$ cat config.mk
export PLATFORM = sky130hd
export DESIGN_NAME = mem_map
export DESIGN_NICKNAME = d
export VERILOG_FILES = /design/src/mera_mem_pkg.sv /design/src/mem_map.sv
export SDC_FILE = /design/constraint.sdc
export NUM_CORES = 2
export LEC_CHECK = 0
export BUFFER_PORTS_ARGS = -buffer_cell sky130_fd_sc_hd__buf_4
export CELL_PAD_IN_SITES_DETAIL_PLACEMENT = 1
export CELL_PAD_IN_SITES_GLOBAL_PLACEMENT = 1
export CORE_MARGIN = 1
export CORE_UTILIZATION = 45
export CTS_CLUSTER_SIZE = 12
export DETAILED_ROUTE_END_ITERATION = 10
export PLACE_DENSITY = 0.66
export SYNTH_ARGS = -nofsm -noshare
export SYNTH_HDL_FRONTEND = slang
export SYNTH_SLANG_ARGS = --single-unit
$ cat constraint.sdc
create_clock -name clk_sys -period 4.4 [get_ports clk_sys]
set_input_delay 0.22 -clock clk_sys [delete_from_list [all_inputs] [get_ports clk_sys]]
set_output_delay 0.22 -clock clk_sys [all_outputs]
set_load 0.01 [all_outputs]
$ cat src/mera_mem_pkg.sv
// bus widths, memory geometry, bus address union and map entry type
`default_nettype none

package mera_mem_pkg;

	// ------------------------------------------------------------
	// bus widths
	// ------------------------------------------------------------

	// data and address word
	localparam int word_w = 16;
	// block number (nb)
	localparam int nb_w = 4;

	// ------------------------------------------------------------
	// memory geometry
	// ------------------------------------------------------------

	// four 16k-word modules
	localparam int mod_count = 4;
	localparam int mod_w = 2;
	// four 4k frames per module
	localparam int frame_w = 2;
	localparam int offset_w = 12;
	// page field of ad
	localparam int page_w = 4;
	// one map entry per block and page
	localparam int map_depth = 256;

	// bus word, MSB is bit 0
	typedef logic [0:word_w-1] bus_word_t;

	// ad as seen by dw/dr
	typedef struct packed {
		logic [0:page_w-1] page;
		logic [0:offset_w-1] offset;
	} ad_mem_t;

	// ad as seen by ds (map configuration)
	typedef struct packed {
		logic [0:page_w-1] page;
		logic [0:mod_w-1] mod;
		logic [0:frame_w-1] frame;
		logic valid;
		logic [0:6] unused;
	} ad_cfg_t;

	// same ad word, decoded per strobe
	typedef union packed {
		ad_mem_t mem;
		ad_cfg_t cfg;
	} bus_addr_u;

	// one map table entry
	typedef struct packed {
		logic valid;
		logic [0:mod_w-1] mod;
		logic [0:frame_w-1] frame;
	} map_entry_t;

endpackage

`default_nettype wire

$ cat src/mem_map.sv
// mem_map: transaction state, block/page map table and module request dispatch
`timescale 1ns/1ps
`default_nettype none

module mem_map(
	input logic clk_sys,
	input logic reset,
	input logic dw,
	input logic dr,
	input logic ds,
	input logic [0:mera_mem_pkg::nb_w-1] nb,
	input mera_mem_pkg::bus_addr_u ad,
	input mera_mem_pkg::bus_word_t ddt,
	output logic [mera_mem_pkg::mod_count-1:0] req_sel,
	output logic req_we,
	output logic [0:mera_mem_pkg::frame_w-1] req_frame,
	output logic [0:mera_mem_pkg::offset_w-1] req_offset,
	output mera_mem_pkg::bus_word_t req_wdata,
	output logic set_ok,
	output logic txn_open
);

	// map table, indexed by {nb, page}
	mera_mem_pkg::map_entry_t map_tab [0:mera_mem_pkg::map_depth-1];
	mera_mem_pkg::map_entry_t lut;
	mera_mem_pkg::map_entry_t set_entry;
	logic [0:mera_mem_pkg::nb_w+mera_mem_pkg::page_w-1] rd_idx;
	logic [0:mera_mem_pkg::nb_w+mera_mem_pkg::page_w-1] set_idx;
	logic strobe;
	logic start;

	// ------------------------------------------------------------
	// transaction start
	// ------------------------------------------------------------

	assign strobe = dw | dr | ds;
	// new request only when nothing is in flight
	assign start = strobe & ~txn_open;

	// lookup for dw/dr
	assign rd_idx = {nb, ad.mem.page};
	assign lut = map_tab[rd_idx];

	always_ff @(posedge clk_sys) begin
		if (reset) begin
			txn_open <= 1'b0;
			set_ok <= 1'b0;
			req_sel <= '0;
		end else begin
			// open on first strobe, close on first edge without one
			txn_open <= strobe;
			set_ok <= start & ds;
			req_sel <= '0;
			// unmapped page: no select, master times out
			if (start && (dw || dr) && lut.valid) begin
				req_sel[lut.mod] <= 1'b1;
			end
		end
	end

	// request payload, latched with the start
	always_ff @(posedge clk_sys) begin
		if (start) begin
			req_we <= dw;
			req_frame <= lut.frame;
			req_offset <= ad.mem.offset;
			req_wdata <= ddt;
			// ds fields for the map write one edge later
			set_idx <= {nb, ad.cfg.page};
			set_entry.valid <= ad.cfg.valid;
			set_entry.mod <= ad.cfg.mod;
			set_entry.frame <= ad.cfg.frame;
		end
	end

	// ------------------------------------------------------------
	// map table write
	// ------------------------------------------------------------

	always_ff @(posedge clk_sys) begin
		if (reset) begin
			// all entries invalid after reset
			for (int i = 0; i < mera_mem_pkg::map_depth; i++) begin
				map_tab[i].valid <= 1'b0;
			end
		end else if (set_ok) begin
			map_tab[set_idx] <= set_entry;
		end
	end

	// one select per transaction, a single cycle long
	a_sel_pulse: assert property (@(posedge clk_sys) disable iff (reset)
		(|req_sel) |=> (req_sel == '0));

	// master drives one strobe at a time
	a_one_strobe: assert property (@(posedge clk_sys) disable iff (reset)
		$onehot0({dw, dr, ds}));

endmodule

`default_nettype wire

After elaboration in Yosys (flattened, before gate mapping) --
Memories as Yosys holds them, arrays and structs flattened. Cells that the tools add are included.
Operators by class: $add $sub $neg 0, $mul 0, divide/modulo/power cells 0, order comparisons 2, equality and inequality tests 0, shift operators 0, mux-type cells 10, bitwise operators 6, reduce and logical (&&, ||, !) cells 6
Operator list (number):
- 2-to-1 mux 8 bit | 1
- 2-to-1 mux 1 bit | 6
- 2-to-1 mux 5 bit | 1
- OR reduction 5 bit | 1
- logical AND 1 bit | 3
- less-than comparator 2 x 3 -> 1 bit (second input constant) | 1
- bitwise AND 1 bit | 2
- demux 1 bit (select 2 bit) | 1
- >= comparator 2 x 1 -> 1 bit (second input constant) | 1
- 2-to-1 mux 2 bit | 1
- NOT 1 bit | 2
- OR 1 bit | 2
- OR reduction 2 bit | 1
- logical OR 1 bit | 1
Word-level totals: bits in registers 50, latch bits 0, RAM bits 1280, ROM bits 0, input port bits 41, output and inout bits 37, word-level logic and storage cells 36, memories kept 1
Memory list:
- map_tab | words 256, width 5, rd ports 1, clocked after memory_dff 0, wr ports 256, RTL line mem_map.sv:24 | mera_mem_pkg::map_entry_t map_tab [0:mera_mem_pkg::map_depth-1];

Longest topological paths before layout --
depth after elaboration 7, gate-level depth with buffers 12

Worst setup path before layout --
No wires, ideal clock.
path type reg2reg, start point register, netlist name req_offset[3], end point memory map_tab[0][0] (netlist name) (data pin), setup time 0.830 ns, arrival 3.289 ns, setup slack 0.281 ns, cell stages (with the launch flop) 1, buffers on the path 0, period minus slack after synthesis 4.119 ns, cells stage by stage edfxtp_1
RTL lines (RTL line):
- end, declared | mem_map.sv:24

==> results by stage <==
Placed design:
- After detailed placement, the total cell area comes to 58200 sq um.
- The number of buffer cells added on primary ports is just under 80.
- The routability congestion estimate from global placement is 0.870.
- Once detailed placement completed, the half-perimeter wirelength came to 110 mm.
- OpenSTA, run right after detailed placement, puts the worst setup slack at 420 ps.
- Counting tap cells, the placed design contains a total of between 4000 and 5000 instances.

Synthesis:
- The post-synthesis instance total is 3104.
- In the synthesized netlist the dominant register cell turns out to be sky130_fd_sc_hd__edfxtp_1.
- In this run, synthesis produced a sequential element count of 1325.
- The biggest area contributor in the post-synthesis netlist is sky130_fd_sc_hd__edfxtp_1.
- After synthesis, the netlist uses 53 different library cells.
- The most frequently used cell type in the post-synthesis netlist is sky130_fd_sc_hd__edfxtp_1.
- The count of warnings emitted by yosys is 0.
- The proportion of netlist area held by the largest area contributor is 0.715.
- Of the synthesized area, sequential elements account for 0.717.
- The synthesized design contains ~1300 enable-type register cells.
- By area the synthesized netlist is led by sky130_fd_sc_hd__edfxtp_1, sky130_fd_sc_hd__mux4_2, sky130_fd_sc_hd__or2_2.
- The cell area that synthesis handed to floorplanning was roughly 55000 sq um.
- Of all flip-flops after synthesis, the portion carrying an async set or reset was 0.
- Ranked by instance count, the synthesized netlist is headed by sky130_fd_sc_hd__edfxtp_1, sky130_fd_sc_hd__mux4_2, sky130_fd_sc_hd__nor2_1.
- The net count after synthesis is around 3100.
- In this run the mean area of a mapped cell was 17.9 sq um.

Critical path:
- The required arrival time at the worst endpoint is 4900 ps.
- The kind of critical path is in -> reg.
- The largest driver fanout on the critical path is 40.
- The category of the worst setup path capture point is a flip-flop.
- At the worst endpoint, the arrival time is 4230 ps.
- STA classifies the critical path startpoint as an input pin.

GRT:
- The met1 layer usage reported by global route is 0.384.
- Entering global routing, the biggest net connects around 260 pins.
- The number of antenna violations at the first check in global routing came to 13.
- The first global-routing pass estimated 245 mm of wire.
- The overall fraction of global-route tracks in use is 0.279.
- In the global route stage, met3 resource usage came out at 0.0498.
- Summed over all layers, the global routing overflow is 0.
- The number of global-route vias before repair came to 32500.
- The global routing stage identified its most utilized layer as met2.
- The global routing met2 resource utilization is 0.447.

Layout:
- The fraction of layout cells with a size suffix above 1 is 0.303.
- The utilization after layout is 0.515.
- In the final design database the tool counted between 3000 and 4000 nets.
- Relative to the synthesized area, the layout overhead comes to 13.3%.
- The final cell count without fillers is 4990.
- Counting the fill cells in the layout gives around 11000.
- The post-route standard cell area excluding fillers is roughly 63000 sq um.

Routing:
- Before antenna repair, the detailed router went through 7 iterations.
- The final layout contains routed wiring with a total length of 173 mm.
- The number of violations reported at the end of detailed-routing iteration 0 is 3838.
- After detailed routing, the average wire length per cell comes to 34.7 microns.
- The post-route antenna net violation count is 0.
- The residual DRC count is 0.
- Across all layers, the routed design uses roughly 32000 vias.
- After detailed routing, the number of vias per cell comes to 6.32.

STA:
- The final hold violation count came to 0.
- The setup TNS is 0 ps.
- The transition time at the pin with the least slew margin is 1310 ps.
- Dividing the final minimum period by the clock period gives 0.847.
- The count of endpoints failing setup in the final report is 0.
- After layout, the worst setup slack is between 600 and 700 ps.
- Hold timing on the final database bottoms out at a slack of around 130 ps.
- The clock skew is 26.4 ps.
- The max-slew violation count is 0.
- The minimum clock period is 3730 ps.
- The normalized max-slew margin is 0.122.
- Setup repair after global routing left no endpoint under its margin.
- The maximum frequency from static timing analysis is 0.268 GHz.

CTS:
- The number of gates resized after cts is 0.
- The number of buffers added to fix hold violations after cts is 35.
- CTS built an H-tree with a depth of 4.
- CTS saw 1325 sinks.
- The clock transition at the register clock pins on the worst setup and hold paths after CTS is 60 ps.
- In this run the clock root is driven by a sky130_fd_sc_hd__clkbuf_16.
- After clock tree synthesis, the setup repair step added 0 buffers.
- The clock reaches the later pin of the worst-skew pair after 770 ps.
- The CTS tree is done.
- The number of clock buffers inserted by TritonCTS is about 140.
- The number of buffers on the longest clock path is 3.

Floorplanning:
- The effective utilization at floorplan is 0.454.
- The floorplan step set the die width to around 350 microns.
- The I/O pin count is a little under 80.
- The number of core rows is roughly 130.
- The floorplan die height is between 300 and 400 microns.
- The floorplan step defined a die boundary enclosing 125000 sq um.
- The placeable core region is 122000 sq um.

Status:
- The flow ran to the end, and the final reports show no timing, DRC or antenna violations.

Power and ir drop:
- The analysis attributes to cell leakage a power of 21.2 nW.
- The internal portion of the total power is 21.0 mW.
- The switching power total is 6.06 mW.
- The worst-case IR drop observed on VDD is 0.418 mV.
- Of the total power, the clock network draws 0.416.
- Of the total power, combinational logic draws 0.062.
- The total power of the final layout is 27.1 mW.
- Of the total power, the share spent switching nets is 0.224.
- Of the total power, registers draw 0.521.
- For this design the ratio of total power to cell area is around 430 nW/um^2.

Hold path:
- The type of the worst min-delay path is in -> reg.

Job:
- The number of max-cap violations is 0.
[critical path, cell delays in order]
cell and delay [ps]:
sky130_fd_sc_hd__dlygate4sd3_1 560, sky130_fd_sc_hd__buf_8 450, sky130_fd_sc_hd__buf_12 310, sky130_fd_sc_hd__buf_4 300, sky130_fd_sc_hd__mux4_2 540, sky130_fd_sc_hd__mux4_2 510
sky130_fd_sc_hd__mux4_2 530, sky130_fd_sc_hd__a22oi_1 510, sky130_fd_sc_hd__nand3_1 160
[cells by family (layout without fill, tap and decap cells)]
group,Yosys count,after routing,synth area share
buf+inv,240,486,0.0200
other cells,0,15,0
flops,1325,1325,0.717
compound gates,117,117,0.0150
simple gates,1027,1027,0.0973
mux,395,395,0.151
[layout by cell type (no fill, tap or decap), drive strengths merged, types with 3 or more instances in the layout]
| cell type | instances |
|---|---|
| a211o | 4 |
| a2111oi | 3 |
| o22ai | 11 |
| inv | 10 |
| or3 | 5 |
| a22o | 3 |
| dlygate4sd3 | 35 |
| a211oi | 3 |
| a22oi | 42 |
| nand3 | 24 |
| or2 | 258 |
| nor3 | 31 |
| nor2 | 317 |
| diode | 15 |
| mux2 | 14 |
| o21ai | 7 |
| nand2 | 74 |
| a31oi | 4 |
| nand4 | 4 |
| mux4 | 350 |
| clkbuf | 191 |
| nand2b | 17 |
| a21oi | 23 |
| clkinv | 41 |
| and2 | 15 |
| buf | 204 |
| bufinv | 3 |
| nor4 | 7 |
| nor2b | 20 |
| mux2i | 31 |
| edfxtp | 1319 |
| and3 | 248 |
| dfxtp | 6 |
[worst paths after layout]
path                        end  slack [ps]      from  depth (start not counted)
hold reg to reg          req_we         600  txn_open                          1
setup / recovery   req_frame[1]         670    ad[12]                          9
setup reg to reg  map_tab[6][4]         750    set_ok                          6
hold / removal         txn_open         130     reset                          3
[cell type report]
class	instances	area [sq um]	share of cell area
Sequential cell	1325	39700	0.633
Antenna cell	15	37.5	0.000598
Timing Repair Buffer	239	2110	0.0336
Clock buffer	191	3840	0.0612
Clock inverter	53	413	0.00657
Inverter	3	11.3	0.000179
Tap cell	1625	2030	0.0324
Multi-Input combinational cell	1539	14600	0.233
[power by group through the flow]
stage	sequential [mW]	clock (mW)	combinational (mW)
2_1_floorplan	14.5	0	0.915
4_1_cts	14.1	11.4	1.69
3_3_place_gp	14.4	0	1.61
5_1_grt	14.1	11.8	1.76
6_report	14.1	11.3	1.69
3_5_place_dp	14.4	0	1.65
[layer usage]
layer	wire (microns)	vias to the layer above
met1	69600	17000
met3	14000	302
li1	-	12600
met5	13	-
met4	5870	2
met2	83600	1639
[state kept, by name, summed over array words and instances, names as in the netlist]
| register | cells |
|---|---|
| map_tab | 1280 |
| req_frame | 2 |
| req_offset | 12 |
| req_sel | 4 |
| req_wdata | 16 |
| req_we | 1 |
| set_idx | 8 |
| set_ok | 1 |
| txn_open | 1 |
No activity file was read; power rests on OpenSTA's default activity.
