[src/mera_mem_pkg.sv]
// bus widths, memory geometry, bus address union and map entry type
`default_nettype none

package mera_mem_pkg;

	// ------------------------------------------------------------
	// bus widths
	// ------------------------------------------------------------

	// data and address word
	localparam int word_w = 16;
	// block number (nb)
	localparam int nb_w = 4;

	// ------------------------------------------------------------
	// memory geometry
	// ------------------------------------------------------------

	// four 16k-word modules
	localparam int mod_count = 4;
	localparam int mod_w = 2;
	// four 4k frames per module
	localparam int frame_w = 2;
	localparam int offset_w = 12;
	// page field of ad
	localparam int page_w = 4;
	// one map entry per block and page
	localparam int map_depth = 256;

	// bus word, MSB is bit 0
	typedef logic [0:word_w-1] bus_word_t;

	// ad as seen by dw/dr
	typedef struct packed {
		logic [0:page_w-1] page;
		logic [0:offset_w-1] offset;
	} ad_mem_t;

	// ad as seen by ds (map configuration)
	typedef struct packed {
		logic [0:page_w-1] page;
		logic [0:mod_w-1] mod;
		logic [0:frame_w-1] frame;
		logic valid;
		logic [0:6] unused;
	} ad_cfg_t;

	// same ad word, decoded per strobe
	typedef union packed {
		ad_mem_t mem;
		ad_cfg_t cfg;
	} bus_addr_u;

	// one map table entry
	typedef struct packed {
		logic valid;
		logic [0:mod_w-1] mod;
		logic [0:frame_w-1] frame;
	} map_entry_t;

endpackage

`default_nettype wire

[src/mem_resp.sv]
// mem_resp: merges module and map answers, holds rok and rdt for the transaction
`timescale 1ns/1ps
`default_nettype none

module mem_resp(
	input logic clk_sys,
	input logic reset,
	input logic [mera_mem_pkg::mod_count-1:0] mod_ok,
	input mera_mem_pkg::bus_word_t mod_rdata [0:mera_mem_pkg::mod_count-1],
	input logic set_ok,
	input logic txn_open,
	output logic rok,
	output mera_mem_pkg::bus_word_t rdt
);

	mera_mem_pkg::bus_word_t ok_data;
	// set_ok delayed to line up with mod_ok
	logic set_d;

	// ------------------------------------------------------------
	// answer mux
	// ------------------------------------------------------------

	// at most one module answers, OR the gated words
	always_comb begin
		ok_data = '0;
		for (int i = 0; i < mera_mem_pkg::mod_count; i++) begin
			if (mod_ok[i]) begin
				ok_data = ok_data | mod_rdata[i];
			end
		end
	end

	// ------------------------------------------------------------
	// rok/rdt hold
	// ------------------------------------------------------------

	always_ff @(posedge clk_sys) begin
		if (reset) begin
			set_d <= 1'b0;
			rok <= 1'b0;
			rdt <= '0;
		end else begin
			set_d <= set_ok;
			if (!txn_open) begin
				// strobe released, drop the answer
				rok <= 1'b0;
				rdt <= '0;
			end else if ((|mod_ok) || set_d) begin
				// ds answers with zero data, ok_data is zero then
				rok <= 1'b1;
				rdt <= ok_data;
			end
		end
	end

	// single answer source per cycle
	a_one_source: assert property (@(posedge clk_sys) disable iff (reset)
		$onehot0({mod_ok, set_d}));

endmodule

`default_nettype wire

[config.mk]
export PLATFORM = sky130hd
export DESIGN_NAME = mem_resp
export DESIGN_NICKNAME = d
export VERILOG_FILES = /design/src/mera_mem_pkg.sv /design/src/mem_resp.sv
export SDC_FILE = /design/constraint.sdc
export NUM_CORES = 1
export LEC_CHECK = 0
export ABC_AREA = 1
export BUFFER_PORTS_ARGS = -buffer_cell sky130_fd_sc_hd__buf_2
export CAP_MARGIN = 0
export CORE_MARGIN = 10
export CORE_UTILIZATION = 35
export CTS_BUF_LIST = sky130_fd_sc_hd__clkbuf_8 sky130_fd_sc_hd__clkbuf_16
export DETAILED_ROUTE_END_ITERATION = 7
export PLACE_DENSITY = 0.67
export SLEW_MARGIN = 10
export SYNTH_ARGS = -nofsm -noshare
export SYNTH_HDL_FRONTEND = slang
export SYNTH_SLANG_ARGS = --single-unit
[constraint.sdc]
create_clock -name clk_sys -period 3.3 [get_ports clk_sys]
set_input_delay 0.825 -clock clk_sys [delete_from_list [all_inputs] [get_ports clk_sys]]
set_output_delay 0.825 -clock clk_sys [all_outputs]
set_load 0.01 [all_outputs]
* Word level (Yosys, flattened, before mapping)
Index checks and enable logic that the tools add are counted.
Storage, ports and cells: register bits 18, input bits 72, logic and storage cells 14
Operators by class: muxes and demuxes 4, bitwise gates (word level) 4, reductions and logical operators 3
Operators with widths (count):
- 16-bit 2-to-1 mux | 4
- 16-bit OR | 3
- 4-bit OR reduction | 1
- 2-bit OR reduction | 1
- 1-bit logical OR | 1
- 1-bit inverter | 1

* Longest topological paths before layout
Gate-level depths: netlist of run 1.
depth after elaboration 7, mapped depth 8, gate-level depth less buffers 6

* Least setup slack after synthesis of run 1
No wires, ideal clock.
path type input-to-reg, from input mod_ok[1] in the netlist's numbering, to register rdt[0], library setup time 0.062 ns, data arrival time 1.569 ns, setup slack 1.669 ns, cell stages on the path 7, cell sequence buf_4 > nor2_8 > inv_2 > nor2_8 > buf_12 > nor2_2 > nor2_2
Between the ends: word-level cells in the longest chain between the ends 5
Ends and longest elaborated chain:
- from (decl) | RTL line mem_resp.sv:8 | input logic [mera_mem_pkg::mod_count-1:0] mod_ok,
- 16-bit 2-to-1 mux | RTL line mem_resp.sv:28 | if (mod_ok[i]) begin
- 16-bit OR | RTL line mem_resp.sv:29 | ok_data = ok_data | mod_rdata[i];
- 16-bit 2-to-1 mux | RTL line mem_resp.sv:28
- 16-bit OR | RTL line mem_resp.sv:29
- 16-bit 2-to-1 mux | RTL line mem_resp.sv:28
- to (signal assigned) | RTL line mem_resp.sv:52 | rdt <= ok_data;
- to (decl) | RTL line mem_resp.sv:13 | output mera_mem_pkg::bus_word_t rdt
Parallel ways exist; a longest one is shown, timed or not. A chain may end at the register's enable or synchronous reset.

* Worst setup path after layout of run 1
from input mod_ok[0] in the netlist's numbering, to register rdt[15]
Between the ends: word-level cells in the longest chain between the ends 7
Ends and longest elaborated chain (RTL line):
- 16-bit 2-to-1 mux | mem_resp.sv:28
- 16-bit OR | mem_resp.sv:29
- 16-bit 2-to-1 mux | mem_resp.sv:28
- 16-bit OR | mem_resp.sv:29
- 16-bit 2-to-1 mux | mem_resp.sv:28
- 16-bit OR | mem_resp.sv:29
- 16-bit 2-to-1 mux | mem_resp.sv:28
Parallel ways exist; a longest one is shown, timed or not.

==> results of run 1 <==
-- cells by family (layout without fill, tap and decap cells) --
| kind of cell | count (synthesis) | in the layout | share of synthesized area |
|---|---|---|---|
| buffers and inverters | 66 | 145 | 0.1975 |
| and+or+nand+nor | 182 | 182 | 0.5555 |
| AOI/OAI and AO/OA | 1 | 1 | 0.005044 |
| DFF | 18 | 18 | 0.2420 |
-- where the power goes --
group / switching, W / internal [W] / leakage (nW)
Clock: 0.0000798 / 0.000106 / 0.0288
Combinational: 0.000102 / 0.0000756 / 1.06
Sequential: 0.00000666 / 0.000231 / 0.149
-- through the flow --
step	total power (W)	worst slack [ns]	hold WS, ns
floorplan	0.0003564	1.669	0.4727
finish	0.0006007	1.581	0.4515
detailed placement	0.0004228	1.293	0.4491
global route	0.0006423	1.437	0.4702
CTS	0.0006053	1.566	0.4598
global placement	0.0004205	1.332	0.4377
-- registers in the layout, indices dropped and copies added (netlist names) --
signal  cells
rdt        16
set_d       1
rok         1
-- worst min-delay path: stages (launching register included) --
cell and delay (ns):
dfxtp_1 0.31, inv_1 0.04, a21boi_1 0.05
-- worst max-delay path by stage --
stage	from	to	slack (ns)
after floorplan	mod_ok[1]	rdt[0]	1.67
after global placement	mod_ok[0]	rdt[9]	1.33
after detailed placement	mod_ok[0]	rdt[2]	1.29
after CTS	mod_ok[0]	rdt[4]	1.57
after global routing	mod_ok[0]	rdt[9]	1.44
final	mod_ok[0]	rdt[15]	1.58
-- synth_stat cells, drive strengths merged --
master,number,area share
a21boi,1,0.0050
dfxtp,18,0.24
inv,49,0.12
nand4,16,0.067
clkbuf,2,0.0050
nor2,37,0.16
buf,11,0.059
clkinv,4,0.010
nand2,129,0.33
-- per-layer routing --
metal | routed length (µm) | share of wire | track usage
met1 | 2023 | 0.45 | 0.1544
met2 | 2208 | 0.49 | 0.2084
met3 | 242 | 0.053 | 0.02390
met4 | 68 | 0.015 | 0.04491
met5 | 0 | 0 | 0
-- area by class of cell --
class	instances	share of cell area
Sequential cell	18	0.1846
Clock buffer	4	0.02821
Inverter	53	0.1019
Timing Repair Buffer	88	0.2256
Tap cell	50	0.03205
Multi-Input combinational cell	183	0.4276
==> flow_summary.yaml, run 1 <==
grt:
  grt_util_all_layers: 0.1249
  grt_overflow: 0
  grt_first_pass_wirelength_mm: 7.748
  first_global_vias: 1687
  grt_max_degree: 18
  antenna_found_initial: 0
critical_path:
  cp-end-kind: "flop"
  r2r_end: "rdt[15]"
  cp_max_fo: 17
  rr_worst_depth: 5
  cp.arrival_ns: 1.92
  crit_chain: "buf_2 > nor2_8 > inv_2 > nor2_8 > nor2_1 > nor2_1"
  rrSetupSlack_ns: 2.13
  cp_num_cells: 6
  required_ns: 3.50
  critical_path.top_delay_family: "simple AND/OR/NAND/NOR gates"
  cp_slowest_cell: "nor2_8"
  cp_num_buf_inv: 2
  cp-start-kind: "input pin"
  cp_slowest_stage_delay_ns: 0.29
  critical_path_class: "in2reg"
  rr_startpoint: "set_d"
hold_path:
  min_from: "rok"
  hold_path_depth: 2
  min_to: "rok"
  hp-class: "reg2reg"
clock_tree:
  cts-root-buf: "clkbuf_8"
  clockBufferDepth: 2
  cts_resized: 0
  htree_levels: 1
  cts_hold_buffers: 0
  clock-sinks: 18
  post_cts_buffers: 0
  clk_pin_slew_ns: 0.07
  cts_tree: "done"
  cts_buffers: 3
  clk-insertion-delay-late_ns: 0.26
layout:
  diodes: 0
  final_cell_mix: "128 x nand2_1, 88 x buf_2, 47 x inv_1"
  layout_commonest_cell: "nand2_1"
  instances_no_fill: 396
  drive_gt1_frac: 0.3382
  seq_area_um2: 360.3
  design_area_um2: 1952
  multi_input_comb_area_um2: 834.6
  final_nets: 419
  area.growth.synth_to_final_pct: 31.09
  fillers: 452
  fin_util: 0.4810
yosys:
  synth_cells: 267
  ys_seq_area_frac: 0.2420
  syn_area_um2: 1489
  synth.distinct_cells: 16
  syn_avg_cell_area_um2: 5.577
  ys_seq_elements: 18
  synth.net_count: 339
  yosysWarningCount: 0
route:
  drc: 0
  drtAntennaViolNets: 0
  wl_per_cell_um: 11.47
  vias_per_cell: 4.253
  wirelength_mm: 4.542
  initialDrtViolationCount: 97
  num_vias: 1684
  dr.pass1.iters: 4
placement:
  dp_cells: 392
  placed_area_um2: 1897
  place.gp.congestion: 0.7623
  place.port_buffers: 88
  hpwl_mm: 3.743
timing:
  fin_crit_ns: 1.719
  fin_setup_tns_ns: 0
  rsz0062_at_grt: "no"
  clock.fmax_ghz: 0.5817
  slew_headroom: 0.5989
  fin_crit_sh: 0.5209
  setup_viol_count_final: 0
  maxSlewViolCount: 0
  tightestPinTransition_ns: 0.6010
  clock_skew_ns: 0.003167
  hold_viol_final: 0
power:
  vdd.ir_drop.worst_mv: 0.1311
  p_leak_nw: 1.236
  power_density_nw_per_um2: 307.8
die:
  start_util: 0.3669
  rows: 23
  die_h_um: 85.23
  die-area_um2: 7263
  die_w_um: 85.23
  ios: 89
  core-area_um2: 4058
flow_run:
  drv_cap: 0
run_status:
  status: "completed"
(Power assumes the default switching activity.)
==> run 2: changes to the inputs <==
--- a/config.mk
+++ b/config.mk
@@ -12,7 +12,7 @@
 export CORE_UTILIZATION = 35
 export CTS_BUF_LIST = sky130_fd_sc_hd__clkbuf_8 sky130_fd_sc_hd__clkbuf_16
 export DETAILED_ROUTE_END_ITERATION = 7
-export PLACE_DENSITY = 0.67
+export PLACE_DENSITY = 0.69
 export SLEW_MARGIN = 10
 export SYNTH_ARGS = -nofsm -noshare
 export SYNTH_HDL_FRONTEND = slang
==> constraint.sdc (replaced) <==
create_clock -name clk_sys -period 1.4 [get_ports clk_sys]
set_input_delay 0.35 -clock clk_sys [delete_from_list [all_inputs] [get_ports clk_sys]]
set_output_delay 0.35 -clock clk_sys [all_outputs]
set_load 0.01 [all_outputs]
==> run 2 against run 1 <==
Compared with the run above:
- final cell count rose by 2.0%
- flip-flop and latch count did not move
- register-to-register slack got worse by 1.8 ns
- sequential power rose by 140%
- largest cell class unchanged
- worst hold slack got worse by 0.18 ns
- non-clock buffer count rose by 8
- wire length fell by 1.2%
- clock power rose by 120%
- critical endpoint is now rdt[0]
==> flow_summary.yaml, run 2 (synthesized netlist as in run 1, its figures left out) <==
die:
  die_h_um: 85.23
  start_util: 0.3669
  die-area_um2: 7263
  die_w_um: 85.23
  core-area_um2: 4058
  rows: 23
  ios: 89
placement:
  place.port_buffers: 88
  dp_cells: 400
  hpwl_mm: 3.802
  dp_slack_ns: 0.08303
  place.gp.congestion: 0.8043
timing:
  hold_viol_final: 0
  fin_crit_ns: 1.088
  maxSlewViolCount: 0
  rsz0062_at_grt: "no"
  setup_viol_count_final: 0
  clock.fmax_ghz: 0.9188
  layout_setup_ws_ns: 0.3117
  clock_skew_ns: 0.001525
  fin_crit_sh: 0.7774
  tightestPinTransition_ns: 0.2960
  fin_setup_tns_ns: 0
  slew_headroom: 0.8027
layout:
  drive_gt1_frac: 0.3531
  final_cell_mix: "128 x nand2_1, 88 x buf_2, 47 x inv_1"
  reg.largest.list: "rdt (16), rok (1), set_d (1)"
  top_register: "rdt"
  area.growth.synth_to_final_pct: 35.13
  layout_commonest_cell: "nand2_1"
  final_nets: 427
  instances_no_fill: 404
  largest_reg_flops: 16
  diodes: 0
critical_path:
  critical_path_class: "reg2out"
  rrSetupSlack_ns: 0.32
  required_ns: 1.05
  cp_slowest_stage_delay_ns: 0.34
  cp.arrival_ns: 0.74
  cp_max_fo: 2
  crit_chain: "buf_2"
  cp_num_buf_inv: 1
  critical_path.top_delay_family: "flip-flops"
  cp_slowest_cell: "dfxtp_1"
  cp-end-kind: "output port"
  cp-start-kind: "flop"
route:
  num_vias: 1690
  dr.pass1.iters: 4
  drtAntennaViolNets: 0
  initialDrtViolationCount: 112
  wl_per_cell_um: 11.11
  vias_per_cell: 4.183
  wirelength_mm: 4.489
  drc: 0
flow_run:
  drv_cap: 0
clock_tree:
  htree_levels: 1
  post_cts_buffers: 0
  cts_hold_buffers: 0
  cts_tree: "done"
  clk_pin_slew_ns: 0.07
  cts_resized: 0
  clk-insertion-delay-late_ns: 0.25
  cts_buffers: 3
  clock-sinks: 18
  clockBufferDepth: 2
  cts-root-buf: "clkbuf_8"
grt:
  grt_max_degree: 18
  grt_util_all_layers: 0.1211
  first_global_vias: 1662
  grt_overflow: 0
  antenna_found_initial: 0
  grt_first_pass_wirelength_mm: 7.396
power:
  p_leak_nw: 1.275
  power_density_nw_per_um2: 701.2
  power_w: 0.001411
  vdd.ir_drop.worst_mv: 0.3197
run_status:
  status: "completed"
hold_path:
  hp-class: "in2reg"
[run 2: changes by cell type in the layout (fill, tap and decap cells not counted), sizes merged]
cell,previous run,this run
buf,88,96
[run 2: per-stage QoR]
stage / utilization / hold slack (ns) / instance area, µm²
CTS: 0.4958 / 0.2680 / 2012
global route: 0.4958 / 0.2867 / 2012
finish: 0.4958 / 0.2703 / 2012
detailed placement: 0.4823 / 0.4379 / 1957
floorplan: - / 0.4212 / 1489
global placement: 0.4823 / 0.4382 / 1957
[run 2: layout make-up]
cell class | instances | area (µm²)
fillers | 429 | 2046
multi-input cells | 183 | 834.6
repair buffers | 96 | 500.5
flip-flops and latches | 18 | 360.3
inverters | 53 | 198.9
well taps | 50 | 62.56
clock buffers | 4 | 55.05
[run 2: final timing paths]
check              start      to  cells past startpoint
setup reg to reg   set_d  rdt[9]                      5
hold / removal     reset   set_d                      2
hold reg to reg      rok     rok                      2
setup / recovery  rdt[0]  rdt[0]                      1
[run 2: routing by layer]
layer | vias to the layer above | routed length (µm) | track usage
met5 | - | 0 | 0
met4 | 0 | 54 | 0.04940
met3 | 2 | 258 | 0.02964
met2 | 44 | 2211 | 0.2071
met1 | 699 | 1965 | 0.1399
li1 | 945 | - | -
[run 2: where the power goes]
| group | internal (W) | leakage, nW | total [W] | switching, W |
|---|---|---|---|---|
| combinational | 0.000193 | 1.10 | 0.000438 | 0.000245 |
| clock | 0.000250 | 0.0288 | 0.000415 | 0.000165 |
| sequential | 0.000544 | 0.149 | 0.000558 | 0.0000141 |
| total | 0.000987 | 1.27 | 0.00141 | 0.000424 |
==> run 3: changes to the inputs <==
--- a/config.mk
+++ b/config.mk
@@ -5,14 +5,14 @@
 export SDC_FILE = /design/constraint.sdc
 export NUM_CORES = 1
 export LEC_CHECK = 0
-export ABC_AREA = 1
+export ABC_AREA = 0
 export BUFFER_PORTS_ARGS = -buffer_cell sky130_fd_sc_hd__buf_2
 export CAP_MARGIN = 0
 export CORE_MARGIN = 10
-export CORE_UTILIZATION = 35
+export CORE_UTILIZATION = 33
 export CTS_BUF_LIST = sky130_fd_sc_hd__clkbuf_8 sky130_fd_sc_hd__clkbuf_16
 export DETAILED_ROUTE_END_ITERATION = 7
-export PLACE_DENSITY = 0.69
+export PLACE_DENSITY = 0.75
 export SLEW_MARGIN = 10
 export SYNTH_ARGS = -nofsm -noshare
 export SYNTH_HDL_FRONTEND = slang
==> constraint.sdc (replaced) <==
create_clock -name clk_sys -period 1 [get_ports clk_sys]
set_input_delay 0.25 -clock clk_sys [delete_from_list [all_inputs] [get_ports clk_sys]]
set_output_delay 0.25 -clock clk_sys [all_outputs]
set_load 0.01 [all_outputs]
==> run 3 against run 2 <==
Compared with the run above:
- the run now ends with negative setup slack left
- flip-flop and latch count stayed put
- first-iteration DRC count is 23% lower
- total power is 39% higher
- clock power is 47% higher
- synthesized cell count is 62% lower
- clock skew hardly changed
- synthesized area is 33% lower
- critical path depth is 3 higher
- worst setup slack worse by 0.65 ns
- critical endpoint is now rdt[7]
- highest routed layer unchanged
==> flow_summary.yaml, run 3 <==
run_status:
  status: "complete, but fails checks"
  violations: "negative setup slack"
route:
  wl_per_cell_um: 20.29
  dr.pass1.iters: 4
  wirelength_mm: 4.606
  drtAntennaViolNets: 0
  vias_per_cell: 5.775
  drc: 0
  initialDrtViolationCount: 86
  num_vias: 1311
flow_run:
  drv_cap: 0
layout:
  final_cell_mix: "81 x buf_2, 16 x a22o_1, 16 x a221oi_1, 16 x buf_4, 13 x dfxtp_2"
  seq_area_um2: 380.4
  reg.largest.list: "rdt (16), rok (1), set_d (1)"
  fin_util: 0.6223
  area.growth.synth_to_final_pct: 75.44
  fillers: 234
  multi_input_comb_area_um2: 670.6
  top_register: "rdt"
  layout_commonest_cell: "buf_2"
  largest_reg_flops: 16
  drive_gt1_frac: 0.7704
  design_area_um2: 1760
  final_nets: 269
  diodes: 0
timing:
  tightestPinTransition_ns: 0.4649
  hold_viol_final: 0
  fin_crit_ns: 1.342
  fin_crit_sh: 1.342
  layout_setup_ws_ns: -0.3424
  maxSlewViolCount: 0
  setup_viol_count_final: 18
  slew_headroom: 0.6901
  rsz0062_at_grt: "yes"
  clock_skew_ns: 0.001581
  clock.fmax_ghz: 0.7449
critical_path:
  cp-start-kind: "flop"
  cp_slowest_stage_delay_ns: 0.43
  crit_chain: "or4_4 > buf_4 > o31ai_1 > a21oi_1"
  cp_num_buf_inv: 1
  cp_max_fo: 7
  rr_startpoint: "set_d"
  cp_num_cells: 4
  cp-end-kind: "flop"
  critical_path.top_delay_family: "simple AND/OR/NAND/NOR gates"
  rr_worst_depth: 4
  critical_path_class: "reg2reg"
  cp.arrival_ns: 1.48
  critical_path.startpoint: "set_d"
  required_ns: 1.14
  cp_slowest_cell: "or4_4"
clock_tree:
  cts_buffers: 3
  cts-root-buf: "clkbuf_8"
  cts_hold_buffers: 0
  htree_levels: 1
  clockBufferDepth: 2
  clk-insertion-delay-late_ns: 0.25
  clk_pin_slew_ns: 0.07
  clock-sinks: 18
  cts_tree: "done"
grt:
  grt_overflow: 0
  grt_max_degree: 24
  antenna_found_initial: 0
  first_global_vias: 1380
  grt_first_pass_wirelength_mm: 6.699
  grt_util_all_layers: 0.1523
yosys:
  synth.distinct_cells: 14
  synth_flop_cell: "dfxtp_1"
  yosysTopAreaCellShare: 0.3591
  ys_seq_elements: 18
  yosysTopAreaCell: "dfxtp_1"
  syn_avg_cell_area_um2: 9.838
  synth_area_leaders: "dfxtp_1 36%, a221oi_1 14%, a22o_1 14%"
  ys_seq_area_frac: 0.3591
  yosysMostFrequentCell: "dfxtp_1"
  synth-edff-count: 0
  yosysWarningCount: 0
  synth_cells: 102
  synth.net_count: 174
  synthTopCellsByCount: "18 x dfxtp_1, 16 x a221oi_1, 16 x a22o_1, 16 x o31ai_1, 10 x a21oi_2"
  postSynth.asyncResetShare: 0
  syn_area_um2: 1003
placement:
  place.gp.congestion: 0.7367
  placed_area_um2: 1485
  hpwl_mm: 3.519
  place.port_buffers: 88
die:
  start_util: 0.3547
  die-area_um2: 5647
  die_w_um: 75.15
  core-area_um2: 2829
  ios: 89
  die_h_um: 75.15
  rows: 19
power:
  power_w: 0.001967
  vdd.ir_drop.worst_mv: 0.6565
  power_density_nw_per_um2: 1117
  p_leak_nw: 0.8061
hold_path:
  hold_path_depth: 2
  hp-class: "in2reg"
  min_from: "reset"
## run 3: changes by cell type after synthesis, sizes merged, moves of 7 or more
| cell | delta |
|---|---|
| a21oi | +16 |
| a221oi | +16 |
| a22o | +16 |
| clkbuf | +7 |
| inv | -49 |
| nand2 | -129 |
| nand4 | -16 |
| nor2 | -37 |
| o31ai | +16 |
## run 3: final timing paths
kind	to	slack [ns]
hold reg to reg	rdt[3]	0.53
setup / recovery	rdt[7]	-0.34
setup reg to reg	rdt[7]	-0.34
hold / removal	set_d	0.16
## run 3: final cells by class
type / count / area share
well taps: 31 / 0.02203
clock buffers: 4 / 0.03127
repair buffers: 105 / 0.3497
multi-input cells: 69 / 0.3810
flip-flops and latches: 18 / 0.2161
## run 3: repair_timing
action | 4_1_cts | 5_1_grt
pin swaps | 1 | 1
setup endpoints to repair | 18 | 34
gates cloned | 0 | 0
buffers inserted | 0 | 5
gates resized for setup | 15 | 30
## run 3: layer usage
| layer | vias to the layer above | track usage | wire length [µm] |
|---|---|---|---|
| met1 | 635 | 0.1494 | 1516 |
| met4 | 0 | 0.06804 | 78 |
| met5 | - | 0 | 0 |
| li1 | 612 | - | - |
| met3 | 6 | 0.03811 | 282 |
| met2 | 58 | 0.2933 | 2729 |
## run 3: kinds of logic after synthesis
kind of cell	synth area share
buf+inv	0.08727
compound gates	0.5237
flops	0.3591
simple gates	0.02993
## run 3: power breakdown
| group | leakage (nW) | switching [W] | internal, W | total (W) |
|---|---|---|---|---|
| Clock | 0.0288 | 0.000259 | 0.000350 | 0.000609 |
| Sequential | 0.154 | 0.0000300 | 0.000767 | 0.000797 |
| Combinational | 0.623 | 0.000264 | 0.000296 | 0.000560 |
## run 3: stage by stage
| stage | hold WS, ns | TNS, ns | cells | setup WS [ns] |
|---|---|---|---|---|
| floorplan | 0.3216 | -10.29 | 102 | -0.6523 |
| global placement | 0.4305 | -8.332 | 218 | -0.4978 |
| detailed placement | 0.4299 | -8.743 | 218 | -0.5457 |
| finish | 0.1578 | -5.439 | 227 | -0.3424 |
| global route | 0.1469 | -6.413 | 227 | -0.4091 |
| CTS | 0.1573 | -5.517 | 222 | -0.3459 |
